### src/hw/rv_macros.svh
`ifndef RV_MACROS_SVH
`define RV_MACROS_SVH

// datapath and address widths
`define RV_XLEN     32
`define RV_REG_AW   5
`define RV_DMEM_AW  8            // word address, 256 words of data memory

// major opcodes the pipeline keeps, anything else is a bubble
`define RV_OP_OP    7'b011_0011  // register-register alu
`define RV_OP_IMM   7'b001_0011  // register-immediate alu
`define RV_OP_LOAD  7'b000_0011
`define RV_OP_STORE 7'b010_0011

// funct3 for OP and OP-IMM
`define RV_F3_ADD   3'b000       // ADD, SUB, ADDI
`define RV_F3_SLL   3'b001
`define RV_F3_SLT   3'b010
`define RV_F3_SLTU  3'b011
`define RV_F3_XOR   3'b100
`define RV_F3_SR    3'b101       // SRL, SRA and immediate forms
`define RV_F3_OR    3'b110
`define RV_F3_AND   3'b111

// funct3 for loads and stores
`define RV_F3_LB    3'b000
`define RV_F3_LH    3'b001
`define RV_F3_LW    3'b010
`define RV_F3_LBU   3'b100
`define RV_F3_LHU   3'b101
`define RV_F3_SB    3'b000
`define RV_F3_SH    3'b001
`define RV_F3_SW    3'b010

// funct7, plain and with bit 30 set for SUB and SRA
`define RV_F7_BASE  7'b000_0000
`define RV_F7_ALT   7'b010_0000

`endif

### src/hw/rv_pkg.sv
`include "rv_macros.svh"

package rv_pkg;

    // R format, register-register alu
    typedef struct packed {
        logic [6:0]            funct7;
        logic [`RV_REG_AW-1:0] rs2;
        logic [`RV_REG_AW-1:0] rs1;
        logic [2:0]            funct3;
        logic [`RV_REG_AW-1:0] rd;
        logic [6:0]            opcode;
    } instr_r_t;

    // I format, op-imm and loads
    typedef struct packed {
        logic [11:0]           imm;
        logic [`RV_REG_AW-1:0] rs1;
        logic [2:0]            funct3;
        logic [`RV_REG_AW-1:0] rd;
        logic [6:0]            opcode;
    } instr_i_t;

    // S format, immediate split around rs2
    typedef struct packed {
        logic [6:0]            imm_hi;
        logic [`RV_REG_AW-1:0] rs2;
        logic [`RV_REG_AW-1:0] rs1;
        logic [2:0]            funct3;
        logic [4:0]            imm_lo;
        logic [6:0]            opcode;
    } instr_s_t;

    // one fetched word, viewed by whichever format the opcode selects
    typedef union packed {
        instr_r_t r;
        instr_i_t i;
        instr_s_t s;
    } instr_u;

    typedef enum logic [3:0] {
        ALU_NOP, ALU_ADD, ALU_SUB, ALU_SLL, ALU_SLT, ALU_SLTU,
        ALU_XOR, ALU_SRL, ALU_SRA, ALU_OR, ALU_AND
    } alu_op_e;

    typedef enum logic [1:0] {
        MEM_NOP, MEM_LOAD, MEM_STORE
    } mem_op_e;

    // codes equal the load/store funct3, stores use the signed names
    typedef enum logic [2:0] {
        BYTE_S = 3'b000, HALF_S = 3'b001, WORD = 3'b010, BYTE_U = 3'b100, HALF_U = 3'b101
    } mem_width_e;

endpackage

### src/hw/rv_alu.sv
`timescale 1ns/10ps
`include "rv_macros.svh"

module rv_alu (
    input  rv_pkg::alu_op_e     alu_op,
    input  logic [`RV_XLEN-1:0] a,
    input  logic [`RV_XLEN-1:0] b,
    output logic [`RV_XLEN-1:0] y
);

    localparam int SHW = $clog2(`RV_XLEN);      // shift amount width

    logic [SHW-1:0] shamt;

    assign shamt = b[SHW-1:0];

    always_comb begin
        case (alu_op)
            rv_pkg::ALU_ADD:  y = a + b;
            rv_pkg::ALU_SUB:  y = a - b;
            rv_pkg::ALU_SLL:  y = a << shamt;
            rv_pkg::ALU_SLT:  y = {{(`RV_XLEN-1){1'b0}}, $signed(a) < $signed(b)};
            rv_pkg::ALU_SLTU: y = {{(`RV_XLEN-1){1'b0}}, a < b};
            rv_pkg::ALU_XOR:  y = a ^ b;
            rv_pkg::ALU_SRL:  y = a >> shamt;
            rv_pkg::ALU_SRA:  y = $unsigned($signed(a) >>> shamt);  // sign fills from the top
            rv_pkg::ALU_OR:   y = a | b;
            rv_pkg::ALU_AND:  y = a & b;
            default:          y = '0;                               // bubble
        endcase
    end

endmodule

### config.mk
export PLATFORM = sky130hd
export DESIGN_NAME = rv_alu
export DESIGN_NICKNAME = d
export VERILOG_FILES = /design/src/hw/rv_pkg.sv /design/src/hw/rv_alu.sv
export VERILOG_INCLUDE_DIRS = /design/src /design/src/hw
export SDC_FILE = /design/constraint.sdc
export NUM_CORES = 1
export LEC_CHECK = 0
export CAP_MARGIN = 20
export CORE_MARGIN = 3
export CORE_UTILIZATION = 35
export DETAILED_ROUTE_END_ITERATION = 6
export DONT_BUFFER_PORTS = 1
export PLACE_DENSITY_LB_ADDON = 0.2
export SYNTH_ARGS = -nofsm -noshare
export SYNTH_HDL_FRONTEND = slang
export SYNTH_SLANG_ARGS = --single-unit
export TNS_END_PERCENT = 10
### constraint.sdc
create_clock -name vclk -period 20.4
set_input_delay 6.12 -clock vclk [all_inputs]
set_output_delay 6.12 -clock vclk [all_outputs]
set_load 0.1 [all_outputs]
; After elaboration in Yosys (flattened, before gate mapping)
; Index checks and enable logic that the tools add are counted.
[totals]
latchBits = 0
input_bits = 68
ram_bits = 0
output_inout_bits = 32
register_bits = 0
memories = 0
elab_cells = 21
romBits = 0
[classes]
bitwise = 3
reduce_logical = 0
n_div = 0
addsub = 2
shift = 3
mul = 0
order_cmp = 2
n_eq_ne = 10
n_mux = 1
[op_table]
columns = cell, count
row1 = $pmux 32 s10, 1
row2 = $lt 32x32->1, 2
row3 = $add 32x32->32, 1
row4 = $and 32x32->32, 1
row5 = $or 32x32->32, 1
row6 = $shl 32x5->32, 1
row7 = $shr 32x5->32, 1
row8 = $sshr 32x5->32, 1
row9 = $sub 32x32->32, 1
row10 = $xor 32x32->32, 1
row11 = $eq 4x3->1 const B, 4
row12 = $eq 4x4->1 const B, 3
row13 = $eq 4x2->1 const B, 2
row14 = $eq 4x1->1 const B, 1

; Logic depth before layout (Yosys ltp)
[depth]
depth_word = 2
depth_mapped = 15
depth_no_buf = 13

; Worst setup path after synthesis
; OpenSTA, ideal clock, no wires.
[synth_path]
path_kind = input-to-output
start = input port b[2]
end = output port y[23]
arrival_time_ns = 11.611
path_slack_ns = 2.669
path_stages = 15
n_path_buf = 4
cell_sequence = clkbuf_1 inv_2 buf_1 buf_1 buf_2 ha_1 inv_1 nand3_1 a311o_1 a211oi_1 nor2_2 a2111oi_2 o41a_1 a221oi_1 o21ai_0
[synth_between]
elab_chain_cells = 2
word_cells_on_any_way = 6
[synth_lines]
columns = element, line
row1 = start: declaration, rv_alu.sv:7  ; input logic [`RV_XLEN-1:0] b,
row2 = $sub 32x32->32 (tied with other cells), rv_alu.sv:20  ; rv_pkg::ALU_SUB: y = a - b;
row3 = $pmux 32 s10 *, rv_alu.sv:18  ; case (alu_op)
row4 = end: declaration, rv_alu.sv:8  ; output logic [`RV_XLEN-1:0] y
; Mark *: on every way between the ends. The rest lies on a longest branch, timed or not.

; Final worst setup path
[layout_path]
start = input port b[4]
end = output port y[27]
; Same word-level chain as after synthesis.

==> reports/results.tsv <==
stage	metric	value	unit
synthesis	ys_warn_count	0	
sta	period_share	0.817	
detailed_routing	num_vias	9847	
detailed_routing	drt_iter0_markers	1164	
layout	ff_latch_area	0	um^2
detailed_routing	via_per_inst	6.56	
layout	nClkBuffers	0	
global_route	antenna_found_initial	0	
clock_network	cts_resized	0	
setup_path	endpoint_kind	primary output	
global_route	grt_overflow	0	
die	start_util	0.362	
sta	rsz0062_at_grt	no	
layout	multi_input_area	7610	um^2
clock_network	postCtsSetupRepairBufs	0	
layout	final.fill_count	2586	
synthesis	synth-seq-area-share	0	
die	die_width	160	um
sta	finalSetupViolCount	0	
setup_path	worst_ep_required_time	14.28	ns
global_route	grt_pass1_vias	9021	
synthesis	synth_common_cells	168 x nor2_1, 130 x a21oi_1, 99 x inv_1, 98 x o21ai_0, 97 x ha_1	
die	rows	55	
sta	tns	0	ns
detailed_routing	drtAntennaViolNets	0	
layout	syn2layout_area_growth	4.12	%
place	post-place-ws	3.86	ns
detailed_routing	dr.pass1.iters	6	
setup_path	crit_type	input pin to primary output	
synthesis	synth_top_area_frac	0.146	
place	place_hpwl	29800	um
sta	finalWorstSetupSlack	3.73	ns
setup_path	worstPathArrival	10.55	ns
layout	nNetsFinal	1356	
die	pin_count	100	
global_route	grtUsageTotal	0.280	
power_and_ir_drop	ir_drop	0.0000260	V
detailed_routing	wl_per_cell	25.4	um
detailed_routing	totalWireLength	38000	um
die	dieHeight	160	um
place	place_congestion	0.973	
sta	fin_crit	16.67	ns
layout	insertedDiodeCount	0	
sta	timing.final.hold_violations	0	
synthesis	syn_area	8320	um^2
run	drv_cap	0	
synthesis	syn-instance-count	1259	
power_and_ir_drop	power	0.000300	W
power_and_ir_drop	p_leak	3.69	nW
status	outcome	finished, final reports clean	
layout	drive_gt1_frac	0.0986	
synthesis	post-synth-top-count-cell	nor2_1	
synthesis	syn_nets	1426	
setup_path	startpoint_type	input pin	
synthesis	yosysUniqueCellTypes	85	
detailed_routing	route.detailed.drc	0	
power_and_ir_drop	pwr_density_cell	34.7	nW/um^2
synthesis	synth_top_cell_by_area	ha_1	
setup_path	crit_fanout	54	
sta	timing.final.max_slew_violations	0	
synthesis	ys_top_cells_by_area	ha_1 15%, a21oi_1 7.8%, nor2_1 7.6%	
die	die_area	25700	um^2
synthesis	postSynthAreaPerCell	6.61	um^2
layout	n_sequential_cell	0	
die	core_area	23000	um^2
global_route	grt_max_degree	77	
sta	slew_headroom	0.221	
sta	fmax	0.0600	GHz
place	io_buffer_count	0	
min_path	hold_path_class	input pin to primary output	
global_route	grt_pass1_wl	57300	um
clock_network	postCtsHoldBufs	0	
sta	tightest_slew	1.17	ns
## metrics by stage
stage	hold slack, ns	cell area (um^2)	std cells	util
after floorplan	12.87	8320	1259	-
after global placement	12.61	8570	1495	0.373
after detailed placement	12.61	8660	1499	0.377
after CTS	12.62	8660	1499	0.377
after global routing	12.62	8670	1500	0.377
final	12.63	8670	1500	0.377
## final cells by class
type / instances / area share
Multi-Input combinational cell: 1061 / 0.879
Tap cell: 313 / 0.0452
Inverter: 102 / 0.0442
Timing Repair Buffer: 24 / 0.0320
## critical path, stage by stage
cell and delay (ns):
clkinv_1 0.41, ha_1 0.58, inv_1 0.11, a21oi_1 0.36
a311o_1 0.32, a211oi_1 0.13, nor2_2 0.38, a211oi_1 0.14
nor4_1 0.83, a221oi_1 0.24, o21ai_2 0.89
## report_power, final
part / leakage (nW) / internal (W) / switching [W] / total (W)
clock network: 0 / 0 / 0 / 0
registers: 0 / 0 / 0 / 0
logic: 3.69 / 0.0000900 / 0.000210 / 0.000300
## layout by cell type (no fill, tap or decap), drive strengths merged, types with 4 or more instances in the layout
master / netlist / routed
a21boi: 4 / 4
mux2i: 54 / 54
a221o: 10 / 10
nor3: 38 / 38
a22oi: 13 / 13
a211oi: 23 / 23
o221a: 4 / 4
mux4: 24 / 24
o21ai: 98 / 98
nor2b: 15 / 15
nor2: 170 / 170
a221oi: 22 / 22
nand3: 21 / 21
a311oi: 4 / 4
a21o: 19 / 19
o22ai: 23 / 23
o21bai: 16 / 16
nand4: 6 / 6
nor4: 4 / 4
o211ai: 15 / 15
or3: 10 / 10
o221ai: 15 / 15
o31ai: 11 / 11
a2111oi: 4 / 4
or2: 7 / 7
and2: 6 / 6
nand2b: 8 / 8
ha: 97 / 97
o21a: 8 / 8
a31oi: 14 / 14
inv: 101 / 101
and3: 4 / 4
buf: 37 / 23
nand2: 86 / 86
a211o: 9 / 9
mux2: 14 / 14
a21oi: 131 / 131
o2111ai: 9 / 9
## cell families after synthesis
kind of cell | share of synthesized area
buf+inv | 0.0994
mux | 0.149
fa+ha+maj | 0.151
xor+xnor | 0.00316
simple gates | 0.213
compound gates | 0.385
## metal layers
metal	global-route usage	wire length [um]
met5	0	0
met1	0.415	16900
met3	0.0428	4060
met2	0.439	16500
met4	0.0335	615
## worst paths after layout
path | startpoint | end | slack [ns] | depth (start not counted)
worst min-delay path | b[4] | y[22] | 12.63 | 2
worst max-delay path | b[4] | y[27] | 3.73 | 11
Note: power is estimated with default switching activity, not from simulation.
