$ cat src/hw/rv_macros.svh
`ifndef RV_MACROS_SVH
`define RV_MACROS_SVH

// datapath and address widths
`define RV_XLEN     32
`define RV_REG_AW   5
`define RV_DMEM_AW  8            // word address, 256 words of data memory

// major opcodes the pipeline keeps, anything else is a bubble
`define RV_OP_OP    7'b011_0011  // register-register alu
`define RV_OP_IMM   7'b001_0011  // register-immediate alu
`define RV_OP_LOAD  7'b000_0011
`define RV_OP_STORE 7'b010_0011

// funct3 for OP and OP-IMM
`define RV_F3_ADD   3'b000       // ADD, SUB, ADDI
`define RV_F3_SLL   3'b001
`define RV_F3_SLT   3'b010
`define RV_F3_SLTU  3'b011
`define RV_F3_XOR   3'b100
`define RV_F3_SR    3'b101       // SRL, SRA and immediate forms
`define RV_F3_OR    3'b110
`define RV_F3_AND   3'b111

// funct3 for loads and stores
`define RV_F3_LB    3'b000
`define RV_F3_LH    3'b001
`define RV_F3_LW    3'b010
`define RV_F3_LBU   3'b100
`define RV_F3_LHU   3'b101
`define RV_F3_SB    3'b000
`define RV_F3_SH    3'b001
`define RV_F3_SW    3'b010

// funct7, plain and with bit 30 set for SUB and SRA
`define RV_F7_BASE  7'b000_0000
`define RV_F7_ALT   7'b010_0000

`endif

$ cat src/hw/rv_regfile.sv
`timescale 1ns/10ps
`include "rv_macros.svh"

module rv_regfile (
    input  logic                  clk,
    input  logic                  rst_n,
    input  logic [`RV_REG_AW-1:0] rs1_addr,
    input  logic [`RV_REG_AW-1:0] rs2_addr,
    output logic [`RV_XLEN-1:0]   rs1_data,
    output logic [`RV_XLEN-1:0]   rs2_data,
    input  logic                  wr_en,
    input  logic [`RV_REG_AW-1:0] wr_addr,
    input  logic [`RV_XLEN-1:0]   wr_data
);

    localparam int NREG = 1 << `RV_REG_AW;

    logic [`RV_XLEN-1:0] regs [1:NREG-1];      // x0 has no storage

    // combinational reads, x0 reads as zero
    assign rs1_data = (rs1_addr == '0) ? '0 : regs[rs1_addr];
    assign rs2_data = (rs2_addr == '0) ? '0 : regs[rs2_addr];

    always_ff @(posedge clk or negedge rst_n) begin
        if (!rst_n) begin
            for (int i = 1; i < NREG; i++) begin
                regs[i] <= '0;
            end
        end else if (wr_en && wr_addr != '0) begin
            regs[wr_addr] <= wr_data;           // write-back stage, end of its cycle
        end
    end

endmodule

$ cat config.mk
export PLATFORM = sky130hd
export DESIGN_NAME = rv_regfile
export DESIGN_NICKNAME = d
export VERILOG_FILES = /design/src/hw/rv_regfile.sv
export VERILOG_INCLUDE_DIRS = /design/src /design/src/hw
export SDC_FILE = /design/constraint.sdc
export NUM_CORES = 2
export LEC_CHECK = 0
export BUFFER_PORTS_ARGS = -buffer_cell sky130_fd_sc_hd__buf_2
export CAP_MARGIN = 20
export CELL_PAD_IN_SITES_DETAIL_PLACEMENT = 0
export CELL_PAD_IN_SITES_GLOBAL_PLACEMENT = 2
export CORE_AREA = 2 2 334 336
export DETAILED_ROUTE_END_ITERATION = 12
export DIE_AREA = 0 0 336 338
export PLACE_DENSITY_LB_ADDON = 0.2
export SETUP_SLACK_MARGIN = 0.2
export SYNTH_ARGS = -nofsm -noshare
export SYNTH_HDL_FRONTEND = slang
export SYNTH_SLANG_ARGS = --single-unit
export TNS_END_PERCENT = 30
$ cat constraint.sdc
create_clock -name clk -period 2.9 [get_ports clk]
set_input_delay 0.29 -clock clk [delete_from_list [all_inputs] [get_ports clk]]
set_output_delay 0.29 -clock clk [all_outputs]
set_load 0.02 [all_outputs]
# Word-level counts from Yosys, hierarchy flattened
# Cells that the tools add are included.
dict set report classes {
  order_cmp 4
  mux 11
  n_bitwise 3
  n_reduce_logical 5
}
# operator count
set op_table {}
lappend op_table {{$bwmux 992} 1}
lappend op_table {{$bmux 32 s5} 2}
lappend op_table {{$mux 32} 7}
lappend op_table {{$demux 32 s5} 1}
lappend op_table {{$ge 6x6->1 const B} 3}
lappend op_table {{$not 5->6} 3}
lappend op_table {{$logic_not 5->1} 2}
lappend op_table {{$lt 6x1->1 const B} 1}
lappend op_table {{$reduce_bool 5->1} 1}
lappend op_table {{$logic_and 1x1->1} 2}
dict set report totals {
  ff_bits 992
  in_bits 50
  output_inout_bits 64
  word_cells 54
}

# Depth between registers and ports, before layout
dict set report depth {
  ltp_word 6
  ltp_mapped 9
  ltp_nobuf 4
}

# Worst setup path before layout
# OpenSTA, ideal clock, no wires.
dict set report synth_timing {
  path_kind {input -> output}
  from {input port rs2_addr[1]}
  to {output port rs2_data[13]}
  arrival_ps 1977
  required_ps 2610
  path_slack_ps 633
  path_stages 8
  path_buffers 4
  cell_sequence {buf_6 > buf_6 > or2_1 > buf_6 > buf_2 > o22ai_1 > nor3_1 > nor4_1}
}
dict set report synth_between {
  elab_chain_cells 5
  word_cells_on_any_way 6
  classes_between {mux (4); bitwise (1); reduce/logical (1)}
}
# item line_no
set synth_lines {}
lappend synth_lines {{start: declaration} rv_regfile.sv:8} ;# input logic [`RV_REG_AW-1:0] rs2_addr,
lappend synth_lines {{$not 5->6 (not written as such)} rv_regfile.sv:22} ;# assign rs2_data = (rs2_addr == '0) ? '0 : regs[rs2_addr];
lappend synth_lines {{$bmux 32 s5} rv_regfile.sv:22}
lappend synth_lines {{$mux 32 (not written as such) (2 in a row)} rv_regfile.sv:22}
lappend synth_lines {{$mux 32 *} rv_regfile.sv:22}
lappend synth_lines {{end: declaration} rv_regfile.sv:10} ;# output logic [`RV_XLEN-1:0] rs2_data,
# Every way passes the cells marked *; elsewhere a longest branch is shown, timed or not. The select of a mux whose other input is x is not followed.

# Final worst setup path
dict set report layout_timing {
  from {register regs[520] (netlist bit)}
  to {output port rs1_data[8]}
}
dict set report layout_between {
  elab_chain_cells 4
}
# item line_no
set layout_lines {}
lappend layout_lines {{start: declaration} rv_regfile.sv:18} ;# logic [`RV_XLEN-1:0] regs [1:NREG-1];
lappend layout_lines {{start signal: indexed assignment} rv_regfile.sv:30} ;# regs[wr_addr] <= wr_data;
lappend layout_lines {{$bmux 32 s5} rv_regfile.sv:21} ;# assign rs1_data = (rs1_addr == '0) ? '0 : regs[rs1_addr];
lappend layout_lines {{$mux 32 (not written as such) (2 in a row)} rv_regfile.sv:21}
lappend layout_lines {{$mux 32} rv_regfile.sv:21}
lappend layout_lines {{end: declaration} rv_regfile.sv:9} ;# output logic [`RV_XLEN-1:0] rs1_data,
# No other way between the ends. The select of a mux whose other input is x is not followed.

==> results.md <==
* Instance count on the critical path at 5
* Area post-placement at 0.0572 mm2
* VDD IR-drop max at 0.590 mV
* Synthesized flop and latch total at 992
* Vias in the first global route at 37,600
* Worst R2R Path Depth at 2
* Total Power at 41.8 mW
* Rel. slew slack at 0.259
* HP Class: in2async
* Final setup violation count at 0
* WP buf/inv at 1
* WL/cell at 32.0 um
* Clock latency at the later pin of the worst-skew pair at 700 ps
* Post-place setup slack at -105 ps
* Critical Path End: rs1_data[8]
* DRC viols at 0
* Final hold slack at 135 ps
* Post-synthesis sequential area ratio at 0.463
* CTS tree: built
* Max reg flops at 992
* Fmax at 361 MHz
* Pin count of the biggest net entering global routing at 98
* Syn nets at 4,102
* Crit. End Element: output pin
* Syn. warnings at 0
* RSZ-0062 raised after global routing: true
* Crit-path cells: mux4_2 -> a22o_1 -> a31oi_1 -> nor3_1 -> buf_2
* Area delta synth->final at 14.5%
* Rows at 122
* Hpwl dp at 117 mm
* I/O Buffers at 113
* Fin crit period at 2770 ps
* Synth top cells by count: 1,037 x mux2_2, 992 x dfrtp_1, 641 x mux2i_1, 256 x o22ai_1, 183 x clkbuf_1
* First-pass GRT wire length at 266 mm
* Outcome: completed
* Vias per inst at 6.48
* Pwr dens at 680 mW/mm2
* GPL Wtd Cong at 0.848
* Initial Utilization at 0.487
* Fillers at 9,236
* Clock Pin Slew Worst Setup and Hold Paths at 60 ps
* CP Max Fanout at 3
* I/O pin total at 114
* Clock Sinks at 992
* Most frequent cell after synthesis: mux2_2
* Register area at 0.0248 mm2
* Final Core Density at 0.558
* Drt initial violations at 3,017
* Height of the chip at 338 um
* FFs w/ async S/R, synth at 1.00
* CP max stage cell: mux4_2
* Worst path required time at 2610 ps
* Share of layout cells above drive strength 1 at 0.439
* Final worst slack at 130 ps
* Fin Clk Skew at 0 ps
* Antenna violations before repair at 15
* Worst slew pin tran at 1110 ps
* Arrival time of the worst setup path at 2480 ps
* Top reg by flops: regs
* Fin area at 0.0614 mm2
* Die span in x at 336 um
* Biggest regs: regs (992)
* Worst Setup Path Type: reg2out
* Die area at 0.114 mm2
* Root buffer cell: clkbuf_16
* Part of the cycle the worst path needs at 0.955
* Total gr overflow at 0
* Reg2Reg Launch Point: regs[527]$_DFFE_PN0P_
* Crit path launch type: register
* H-tree levels at 3
* Final wirelength at 183 mm
* Post-synth top flop: dfrtp_1
* Final slew viol count at 0
* Netlist cell types at 39
* Mapped Area at 0.0536 mm2
* Setup TNS at 0 ps
* Maxcap violations at 0
* Cts bufs inserted at 112
* Routed Antenna Nets at 0
* Post-synth top area cell: dfrtp_1
* NumNets Final at 4,191
* Number of vias in the routed layout at 37,000
* Synth Area per Inst at 13.2 um2
* Core area at 0.110 mm2
* EDFF count, synth at 0
* Clock buffer depth at 3
* GRT Resource Usage Total at 0.321
* Synth top area cells: dfrtp_1 46%, mux2_2 22%, mux2i_1 12%
* Crit path largest cell delay at 470 ps
* Post-Layout Cell Count at 5,714
* Final Hold Fails at 0
* Dpl cells at 5,507
* Family with the most delay on the worst path: compound AO/OA/AOI/OAI gates
* FF-to-FF setup slack at 1990 ps
* Worst flop-to-flop path endpoint: regs[527]$_DFFE_PN0P_
* Area share of the largest cell type after synthesis at 0.463
* Multi-input gate area at 0.0272 mm2
* Post-Syn Instances at 4,052
* Crit path from: regs[520]$_DFFE_PN0P_
* DR pass1 iterations at 7
* Leakage at 27.7 nW
## worst min-delay path by stage
stage | from | end | slack [ps]
6_report | rst_n | regs[476]$_DFFE_PN0P_ | 140
3_5_place_dp | rst_n | regs[476]$_DFFE_PN0P_ | 290
4_1_cts | rst_n | regs[476]$_DFFE_PN0P_ | 140
5_1_grt | rst_n | regs[476]$_DFFE_PN0P_ | 150
2_1_floorplan | rst_n | regs[0]$_DFFE_PN0P_ | -6
3_3_place_gp | rst_n | regs[476]$_DFFE_PN0P_ | 290
## timing repair
| action | 4_1_cts | 5_1_grt |
|---|---|---|
| gates resized for setup | 55 | 28 |
| hold buffers | 1 | 0 |
| pin swaps | 15 | 11 |
| buffers inserted | 4 | 3 |
| setup endpoints to repair | 40 | 54 |
| endpoints found under the hold margin | 85 | 0 |
| cloned | 0 | 0 |
## cells by family (layout without fill, tap and decap cells)
| logic type | Yosys count | after routing | synth area share |
|---|---|---|---|
| muxes | 1826 | 1826 | 0.395 |
| DFF | 992 | 992 | 0.463 |
| AOI/OAI and AO/OA | 509 | 509 | 0.0667 |
| buffers and inverters | 426 | 597 | 0.0428 |
| and+or+nand+nor | 299 | 299 | 0.0324 |
| other | 0 | 3 | 0 |
## worst register-to-register path: cells and delay by family (launching register included)
family	cells	cell delay, ps
mux	1	250
buf+inv	1	150
flops	1	400
## area by class of cell
cell class / instances / share of cell area
Multi-Input combinational cell: 2634 / 0.443
Clock inverter: 28 / 0.00538
Timing Repair Buffer: 401 / 0.0631
Clock buffer: 168 / 0.0543
Antenna cell: 3 / 0.000122
Tap cell: 1488 / 0.0303
Sequential cell: 992 / 0.404
## layer usage
layer | part of all wire | wire (um) | GRT usage
met1 | 0.42 | 77500 | 0.434
met3 | 0.061 | 11100 | 0.0498
met4 | 0.047 | 8550 | 0.135
met5 | 0.00056 | 103 | 0
met2 | 0.47 | 85500 | 0.519
## where the power goes
part / internal [mW] / switching (mW) / total [mW]
registers: 16.6 / 2.06 / 18.6
logic: 4.80 / 4.02 / 8.82
clock network: 8.48 / 5.86 / 14.3
## cells in the final DEF (no fill, tap or decap), types with 19 or more instances in the layout
| master | count |
|---|---|
| mux2_2 | 1037 |
| dfrtp_1 | 992 |
| mux2i_1 | 641 |
| o22ai_1 | 256 |
| buf_4 | 206 |
| nor3_1 | 148 |
| mux4_2 | 129 |
| clkbuf_16 | 115 |
| buf_2 | 96 |
| buf_12 | 82 |
| a22oi_1 | 63 |
| a221o_1 | 63 |
| nor2b_1 | 32 |
| a21oi_1 | 30 |
| a22o_1 | 30 |
| clkbuf_1 | 27 |
| clkbuf_8 | 26 |
| a211oi_1 | 24 |
| mux2_1 | 19 |
Note: power is estimated with default switching activity, not from simulation.
