`config.mk`:
```
export PLATFORM = sky130hd
export DESIGN_NAME = rv_decode
export DESIGN_NICKNAME = d
export VERILOG_FILES = /design/src/hw/rv_pkg.sv /design/src/hw/rv_decode.sv
export VERILOG_INCLUDE_DIRS = /design/src /design/src/hw
export SDC_FILE = /design/constraint.sdc
export NUM_CORES = 1
export LEC_CHECK = 0
export BUFFER_PORTS_ARGS = -buffer_cell sky130_fd_sc_hd__buf_2
export CAP_MARGIN = 10
export CELL_PAD_IN_SITES_DETAIL_PLACEMENT = 0
export CELL_PAD_IN_SITES_GLOBAL_PLACEMENT = 1
export CORE_UTILIZATION = 35
export CTS_BUF_LIST = sky130_fd_sc_hd__clkbuf_8
export CTS_CLUSTER_DIAMETER = 50
export DETAILED_ROUTE_END_ITERATION = 10
export PLACE_DENSITY_LB_ADDON = 0.1
export SETUP_SLACK_MARGIN = 0.1
export SYNTH_ARGS = -nofsm -noshare
export SYNTH_HDL_FRONTEND = slang
export SYNTH_SLANG_ARGS = --single-unit
```
`constraint.sdc`:
```
create_clock -name clk -period 2.25 [get_ports clk]
set_clock_uncertainty 0.05 [all_clocks]
set_input_delay 0.225 -clock clk [delete_from_list [all_inputs] [get_ports clk]]
set_output_delay 0.225 -clock clk [all_outputs]
set_load 0.02 [all_outputs]
```
`src/hw/rv_macros.svh`:
```
`ifndef RV_MACROS_SVH
`define RV_MACROS_SVH

// datapath and address widths
`define RV_XLEN     32
`define RV_REG_AW   5
`define RV_DMEM_AW  8            // word address, 256 words of data memory

// major opcodes the pipeline keeps, anything else is a bubble
`define RV_OP_OP    7'b011_0011  // register-register alu
`define RV_OP_IMM   7'b001_0011  // register-immediate alu
`define RV_OP_LOAD  7'b000_0011
`define RV_OP_STORE 7'b010_0011

// funct3 for OP and OP-IMM
`define RV_F3_ADD   3'b000       // ADD, SUB, ADDI
`define RV_F3_SLL   3'b001
`define RV_F3_SLT   3'b010
`define RV_F3_SLTU  3'b011
`define RV_F3_XOR   3'b100
`define RV_F3_SR    3'b101       // SRL, SRA and immediate forms
`define RV_F3_OR    3'b110
`define RV_F3_AND   3'b111

// funct3 for loads and stores
`define RV_F3_LB    3'b000
`define RV_F3_LH    3'b001
`define RV_F3_LW    3'b010
`define RV_F3_LBU   3'b100
`define RV_F3_LHU   3'b101
`define RV_F3_SB    3'b000
`define RV_F3_SH    3'b001
`define RV_F3_SW    3'b010

// funct7, plain and with bit 30 set for SUB and SRA
`define RV_F7_BASE  7'b000_0000
`define RV_F7_ALT   7'b010_0000

`endif

```
`src/hw/rv_pkg.sv`:
```
`include "rv_macros.svh"

package rv_pkg;

    // R format, register-register alu
    typedef struct packed {
        logic [6:0]            funct7;
        logic [`RV_REG_AW-1:0] rs2;
        logic [`RV_REG_AW-1:0] rs1;
        logic [2:0]            funct3;
        logic [`RV_REG_AW-1:0] rd;
        logic [6:0]            opcode;
    } instr_r_t;

    // I format, op-imm and loads
    typedef struct packed {
        logic [11:0]           imm;
        logic [`RV_REG_AW-1:0] rs1;
        logic [2:0]            funct3;
        logic [`RV_REG_AW-1:0] rd;
        logic [6:0]            opcode;
    } instr_i_t;

    // S format, immediate split around rs2
    typedef struct packed {
        logic [6:0]            imm_hi;
        logic [`RV_REG_AW-1:0] rs2;
        logic [`RV_REG_AW-1:0] rs1;
        logic [2:0]            funct3;
        logic [4:0]            imm_lo;
        logic [6:0]            opcode;
    } instr_s_t;

    // one fetched word, viewed by whichever format the opcode selects
    typedef union packed {
        instr_r_t r;
        instr_i_t i;
        instr_s_t s;
    } instr_u;

    typedef enum logic [3:0] {
        ALU_NOP, ALU_ADD, ALU_SUB, ALU_SLL, ALU_SLT, ALU_SLTU,
        ALU_XOR, ALU_SRL, ALU_SRA, ALU_OR, ALU_AND
    } alu_op_e;

    typedef enum logic [1:0] {
        MEM_NOP, MEM_LOAD, MEM_STORE
    } mem_op_e;

    // codes equal the load/store funct3, stores use the signed names
    typedef enum logic [2:0] {
        BYTE_S = 3'b000, HALF_S = 3'b001, WORD = 3'b010, BYTE_U = 3'b100, HALF_U = 3'b101
    } mem_width_e;

endpackage

```
`src/hw/rv_decode.sv`:
```
`timescale 1ns/10ps
`include "rv_macros.svh"

module rv_decode (
    input  logic                  clk,
    input  logic                  rst_n,
    input  rv_pkg::instr_u        instr,
    input  logic [`RV_XLEN-1:0]   rs1_val,        // operands after forwarding
    input  logic [`RV_XLEN-1:0]   rs2_val,
    output logic [`RV_REG_AW-1:0] rs1_addr,       // regfile read ports
    output logic [`RV_REG_AW-1:0] rs2_addr,
    output rv_pkg::alu_op_e       ex_alu_op,
    output logic [`RV_XLEN-1:0]   ex_alu_a,
    output logic [`RV_XLEN-1:0]   ex_alu_b,
    output rv_pkg::mem_op_e       ex_mem_op,
    output rv_pkg::mem_width_e    ex_width,
    output logic [`RV_XLEN-1:0]   ex_store_data,
    output logic [`RV_REG_AW-1:0] ex_rd,
    output logic                  ex_wb_en
);

    rv_pkg::alu_op_e       alu_op_d;
    rv_pkg::mem_op_e       mem_op_d;
    rv_pkg::mem_width_e    width_d;
    logic [`RV_XLEN-1:0]   alu_a_d;
    logic [`RV_XLEN-1:0]   alu_b_d;
    logic [`RV_XLEN-1:0]   store_d;
    logic [`RV_REG_AW-1:0] rd_d;
    logic                  wb_en_d;
    logic [`RV_XLEN-1:0]   imm_i;
    logic [`RV_XLEN-1:0]   imm_s;
    logic                  f7_ok;                 // legal funct7 for an R op
    logic                  shamt_ok;              // legal upper imm bits for an I op

    // funct3 to alu op, alt is bit 30 where it matters
    function automatic rv_pkg::alu_op_e alu_sel(input logic [2:0] f3, input logic alt);
        case (f3)
            `RV_F3_ADD:  alu_sel = alt ? rv_pkg::ALU_SUB : rv_pkg::ALU_ADD;
            `RV_F3_SLL:  alu_sel = rv_pkg::ALU_SLL;
            `RV_F3_SLT:  alu_sel = rv_pkg::ALU_SLT;
            `RV_F3_SLTU: alu_sel = rv_pkg::ALU_SLTU;
            `RV_F3_XOR:  alu_sel = rv_pkg::ALU_XOR;
            `RV_F3_SR:   alu_sel = alt ? rv_pkg::ALU_SRA : rv_pkg::ALU_SRL;
            `RV_F3_OR:   alu_sel = rv_pkg::ALU_OR;
            default:     alu_sel = rv_pkg::ALU_AND;
        endcase
    endfunction

    assign imm_i = {{(`RV_XLEN-12){instr.i.imm[11]}}, instr.i.imm};
    assign imm_s = {{(`RV_XLEN-12){instr.s.imm_hi[6]}}, instr.s.imm_hi, instr.s.imm_lo};

    // SUB/SRA only take the alt funct7, everything else needs zeros
    assign f7_ok = (instr.r.funct7 == `RV_F7_BASE) ||
                   ((instr.r.funct7 == `RV_F7_ALT) &&
                    (instr.r.funct3 == `RV_F3_ADD || instr.r.funct3 == `RV_F3_SR));
    assign shamt_ok = (instr.i.funct3 != `RV_F3_SLL && instr.i.funct3 != `RV_F3_SR) ||
                      (instr.i.imm[11:5] == `RV_F7_BASE) ||
                      (instr.i.funct3 == `RV_F3_SR && instr.i.imm[11:5] == `RV_F7_ALT);

    always_comb begin
        // inactive defaults, an unknown word falls through as a bubble
        rs1_addr = '0;
        rs2_addr = '0;
        alu_op_d = rv_pkg::ALU_NOP;
        alu_a_d  = '0;
        alu_b_d  = '0;
        mem_op_d = rv_pkg::MEM_NOP;
        width_d  = rv_pkg::WORD;
        store_d  = '0;
        rd_d     = '0;
        wb_en_d  = 1'b0;

        case (instr.r.opcode)
            `RV_OP_OP: begin
                rs1_addr = instr.r.rs1;
                rs2_addr = instr.r.rs2;
                if (f7_ok) begin
                    alu_op_d = alu_sel(instr.r.funct3, instr.r.funct7[5]);
                    alu_a_d  = rs1_val;
                    alu_b_d  = rs2_val;
                    rd_d     = instr.r.rd;
                    wb_en_d  = (instr.r.rd != '0);   // x0 writes are dropped here
                end
            end
            `RV_OP_IMM: begin
                rs1_addr = instr.i.rs1;
                if (shamt_ok) begin
                    // bit 30 only selects SRAI, ADDI keeps it as immediate
                    alu_op_d = alu_sel(instr.i.funct3,
                                       (instr.i.funct3 == `RV_F3_SR) && instr.i.imm[10]);
                    alu_a_d  = rs1_val;
                    alu_b_d  = imm_i;
                    rd_d     = instr.i.rd;
                    wb_en_d  = (instr.i.rd != '0);
                end
            end
            `RV_OP_LOAD: begin
                rs1_addr = instr.i.rs1;
                if (instr.i.funct3 inside {`RV_F3_LB, `RV_F3_LH, `RV_F3_LW,
                                           `RV_F3_LBU, `RV_F3_LHU}) begin
                    alu_op_d = rv_pkg::ALU_ADD;      // address = rs1 + imm
                    alu_a_d  = rs1_val;
                    alu_b_d  = imm_i;
                    mem_op_d = rv_pkg::MEM_LOAD;
                    width_d  = rv_pkg::mem_width_e'(instr.i.funct3);
                    rd_d     = instr.i.rd;
                    wb_en_d  = (instr.i.rd != '0);
                end
            end
            `RV_OP_STORE: begin
                rs1_addr = instr.s.rs1;
                rs2_addr = instr.s.rs2;
                if (instr.s.funct3 inside {`RV_F3_SB, `RV_F3_SH, `RV_F3_SW}) begin
                    alu_op_d = rv_pkg::ALU_ADD;
                    alu_a_d  = rs1_val;
                    alu_b_d  = imm_s;
                    mem_op_d = rv_pkg::MEM_STORE;
                    width_d  = rv_pkg::mem_width_e'(instr.s.funct3);
                    store_d  = rs2_val;              // carried to the memory stage
                end
            end
            default: begin
            end
        endcase
    end

    // execute stage, control part
    always_ff @(posedge clk or negedge rst_n) begin
        if (!rst_n) begin
            ex_alu_op <= rv_pkg::ALU_NOP;
            ex_mem_op <= rv_pkg::MEM_NOP;
            ex_width  <= rv_pkg::WORD;
            ex_rd     <= '0;
            ex_wb_en  <= 1'b0;
        end else begin
            ex_alu_op <= alu_op_d;
            ex_mem_op <= mem_op_d;
            ex_width  <= width_d;
            ex_rd     <= rd_d;
            ex_wb_en  <= wb_en_d;
        end
    end

    // execute stage, operands
    always_ff @(posedge clk) begin
        ex_alu_a      <= alu_a_d;
        ex_alu_b      <= alu_b_d;
        ex_store_data <= store_d;
    end

endmodule

```
After elaboration in Yosys (flattened, before gate mapping) --
Cells that the tools add are included.
Word-level totals: output and inout port bits 121, register bits after elaboration 111, logic and storage cells 74, input bits 98
Cells by class: reduce and logical (&&, ||, !) cells 16, equal/unequal tests 13, mux-type cells 37
Operators with widths (number):
- two-way mux 32 bit | 8
- one-hot mux 32 bit (4 select lines) | 2
- one-hot mux 4 bit (7 select lines) | 2
- two-way mux 5 bit | 5
- == test 7 x 6 -> 1 bit, second input constant | 3
- two-way mux 4 bit | 4
- one-hot mux 4 bit (4 select lines) | 1
- one-hot mux 5 bit (3 select lines) | 1
- nonzero test 5 bit | 2
- == test 3 bit, second input constant | 3
- == test 7 x 2 -> 1 bit, second input constant | 1
- == test 7 x 5 -> 1 bit, second input constant | 1
- logical NOT 7 bit | 1
- == test 3 x 2 -> 1 bit, second input constant | 2
- two-way mux 1 bit | 6
- two-way mux 2 bit | 3
- two-way mux 3 bit | 2
- one-hot mux 3 bit (2 select lines) | 1
- logical AND 1 bit | 4
- logical OR 1 bit | 4
- one-hot mux 2 bit (2 select lines) | 1
- OR reduction 4 bit | 1
- == test 3 x 1 -> 1 bit, second input constant | 1
- logical NOT 3 bit | 1
- other kinds (6) | 6

Depth between registers and ports, before layout --
depth after elaboration 6, mapped depth 7, depth with buffers taken out 4

Worst setup path after synthesis --
Ideal clock, no wire load.
path kind input to register, start point input instr[31] (netlist name), end point register ex_alu_b[11], data required time 2.129 ns, slack 0.410 ns, buffers on the path 2, stages 6, arrival 1.719 ns, setup time 0.071 ns, cell sequence or4_4 o41ai_4 a22oi_2 buf_6 buf_6 o2bb2ai_2
Between the ends: cells in the longest elaborated chain, start to end 5, elaborated cells between the ends (all ways) 12, those cells by class eq/ne (1); mux (5); reduce/logical (6)
Ends and longest elaborated chain:
- start: declaration | RTL line rv_decode.sv:7 | input rv_pkg::instr_u instr,
- == test 7 x 6 -> 1 bit (no line) or logical NOT 7 bit (tied branches)
- logical AND 1 bit (no line) (tied with other cells)
- logical OR 1 bit (on tied branches) | RTL line rv_decode.sv:56, rv_decode.sv:53
- two-way mux 32 bit (on tied branches) | RTL line rv_decode.sv:87, rv_decode.sv:77
- one-hot mux 32 bit (4 select lines) * | RTL line rv_decode.sv:73 | case (instr.r.opcode)
- net alu_b_d[11] | RTL line rv_decode.sv:26 | logic [`RV_XLEN-1:0] alu_b_d;
- end signal: assignment | RTL line rv_decode.sv:147 | ex_alu_b <= alu_b_d;
- end: declaration | RTL line rv_decode.sv:14 | output logic [`RV_XLEN-1:0] ex_alu_b,
Mark *: on every way through the listed nets, which the timed path passes. The rest lies on a longest branch. A chain may end at the register's enable or synchronous reset.

Final worst setup path --
start point input instr[2] (netlist name), end point output rs2_addr[4]
Between the ends: cells in the longest elaborated chain, start to end 3, elaborated cells between the ends (all ways) 4, those cells by class eq/ne (2); mux (1); reduce/logical (1)
Ends and longest elaborated chain:
- == test 7 x 6 -> 1 bit | RTL line rv_decode.sv:73
- OR reduction 2 bit (no line) *
- two-way mux 5 bit * | RTL line rv_decode.sv:73
- end: declaration | RTL line rv_decode.sv:11 | output logic [`RV_REG_AW-1:0] rs2_addr,
Every way passes the cells marked *; elsewhere a longest branch is shown, timed or not.

==> impl_metrics.env <==
export IMPL_status="finished, final reports clean"
export IMPL_routed_wl_met3_um=694
export IMPL_finalCritPeriodShare=0.823
export IMPL_place_area_um2=5010
export IMPL_regArea_um2=2300
export IMPL_netlist_instances=319
export IMPL_place_gp_congestion=0.767
export IMPL_drtIter0Drc=131
export IMPL_vias=3172
export IMPL_drc=0
export IMPL_yosys_cell_types_count=42
export IMPL_cp_data_required_time_ns=1.98
export IMPL_grt_max_degree=60
export IMPL_layout_commonest_cell="buf_2"
export IMPL_grt_remaining_overflow=0
export IMPL_h_tree_depth=3
export IMPL_worst_slack_ns=0.398
export IMPL_hold_depth=2
export IMPL_maxUsedRoutingLayer="met4"
export IMPL_grt_pass1_wl_um=15500
export IMPL_dieWidth_um=106
export IMPL_io_pins=219
export IMPL_hold_path_endpoint="ex_alu_b[17]"
export IMPL_dieArea_um2=11100
export IMPL_synth_seq_cells=111
export IMPL_cts_clk_slew_worst_paths_ns=0.11
export IMPL_powerDensity_nw_per_um2=636
export IMPL_syn_avg_cell_area_um2=11.8
export IMPL_worstSetupPathType="in -> out"
export IMPL_vias_per_cell=4.69
export IMPL_crit_buf_inv=3
export IMPL_relSlewSlack=0.416
export IMPL_period_minus_slack_ns=1.85
export IMPL_critPathMaxStageDelay_ns=0.44
export IMPL_setup_violations=0
export IMPL_cts_buffers_inserted=9
export IMPL_grt_pass1_vias=3093
export IMPL_worst_pin_slew_ns=0.876
export IMPL_fmax_mhz=540
export IMPL_totalWireLength_um=9950
export IMPL_post_cts_buffers=0
export IMPL_clock_path_buffers=2
export IMPL_wl_met1_um=4430
export IMPL_vdd_drop_max_uv=393
export IMPL_cap_violations=0
export IMPL_tritoncts="built"
export IMPL_synthToLayoutAreaGrowth_pct=39.1
export IMPL_cp_data_arrival_time_ns=1.58
export IMPL_hold_viol_final=0
export IMPL_cp_top_family="simple AND/OR/NAND/NOR gates"
export IMPL_rows=37
export IMPL_cts_root_buf="clkbuf_8"
export IMPL_start_util=0.362
export IMPL_antenna_cells=0
export IMPL_wl_per_cell_um=14.7
export IMPL_crit_chain="buf_2 -> nand4bb_1 -> nor3b_1 -> buf_4 -> and2_1 -> buf_2"
export IMPL_drive_above_1_share=0.486
export IMPL_synthesis_nets=417
export IMPL_hpwl_um=7260
export IMPL_core_area_um2=10400
export IMPL_p_total_w=0.00332
export IMPL_grt_util_all_layers=0.177
export IMPL_hold_start="rs2_val[17]"
export IMPL_antenna_found_initial=0
export IMPL_netlist_area_um2=3750
export IMPL_final_cell_mix="buf_2 (218), dfxtp_1 (96), and3_1 (35), a21boi_1 (28), inv_1 (19)"
export IMPL_synth_edf_count=0
export IMPL_rsz0062_at_grt="no"
export IMPL_pre_cts_ws_ns=0.113
export IMPL_async_flop_share=0.135
export IMPL_ys_flop_type="dfxtp_1"
export IMPL_yosysSeqAreaShare=0.613
export IMPL_path_max_fanout=6
export IMPL_cpMaxStageDelayCell="nor3b_1"
export IMPL_cts_sinks=111
export IMPL_wl_met2_um=4700
export IMPL_nFillCells=1017
export IMPL_fin_area_um2=5220
export IMPL_ant_nets=0
export IMPL_crit_top_cell="buf_2"
export IMPL_worstHoldPathType="in -> reg"
export IMPL_ys_warn_count=0
export IMPL_finish_net_count=634
export IMPL_drt_first_pass_iters=4
export IMPL_holdWs_ns=0.0112
export IMPL_startpoint_type="input pin"
export IMPL_dieHeight_um=106
export IMPL_io_buffers=218
export IMPL_leakagePower_nw=2.82
export IMPL_cp_end_kind="output pin"
export IMPL_multiInputGateArea_um2=1260
export IMPL_fin_setup_tns_ns=0
export IMPL_maxSlewViolCount=0
timing repair:
item / in CTS / in global routing
hold endpoints to repair: 17 / 0
gates resized for setup: 0 / 0
hold buffers: 3 / 0
cell families (layout without fill, tap and decap cells):
logic type / count (synthesis) / count (layout) / share of synthesized area
buf+inv: 45 / 267 / 0.0517
flops: 111 / 111 / 0.613
compound gates: 89 / 89 / 0.209
simple gates: 72 / 72 / 0.122
mux: 1 / 1 / 0.00267
xor+xnor: 1 / 1 / 0.00234
stage by stage:
step / std cells / util
2_1_floorplan: 319 / -
3_3_place_gp: 658 / 0.483
3_5_place_dp: 658 / 0.483
4_1_cts: 677 / 0.503
5_1_grt: 677 / 0.503
6_report: 677 / 0.503
registers in the layout, summed over array words and instances (netlist names):
signal and cells:
ex_alu_op 4, ex_store_data 32, ex_wb_en 1, ex_mem_op 2, ex_alu_a 32, ex_width 3, ex_alu_b 32, ex_rd 5
area by class of cell:
cell class	count	area share
clock inverters	7	0.0108
clock buffers	9	0.0237
inverters	18	0.0130
multi-input cells	163	0.242
flip-flops and latches	111	0.441
repair buffers	233	0.237
well taps	136	0.0326
worst max-delay path by stage:
stage | start | end | slack [ns] | cells after the start
3_5_place_dp | instr[12] | ex_alu_b[3] | 0.11 | 5
4_1_cts | instr[2] | rs2_addr[4] | 0.35 | 6
6_report | instr[2] | rs2_addr[4] | 0.40 | 6
2_1_floorplan | instr[31] | ex_alu_b[11] | 0.41 | 6
5_1_grt | instr[2] | rs2_addr[1] | 0.26 | 6
3_3_place_gp | instr[31] | ex_alu_b[2] | 0.18 | 5
report_power, final:
group	leakage (nW)	switching, W	total (W)	internal (W)
clock	0.0978	0.000690	0.00111	0.000420
sequential	0.979	0.00000220	0.00198	0.00198
combinational	1.74	0.000119	0.000226	0.000107
synth_stat cells, drive strengths merged, types with 5 or more instances:
library cell  count  share of area
dfxtp            96           0.51
a21boi           38          0.076
and3             35          0.058
o2bb2ai          27          0.080
clkbuf           19          0.020
inv              18          0.018
dfrtp            14          0.093
and2             13          0.022
buf               8          0.014
a21oi             6         0.0080
nand3             6         0.0080
o221ai            5          0.012
per-layer routing:
metal  up-vias  track usage
met1      1481        0.220
met2       126        0.296
met3        10       0.0513
met5         -            0
li1       1555            -
met4         0       0.0565
Power figures use the tool's default switching activity.
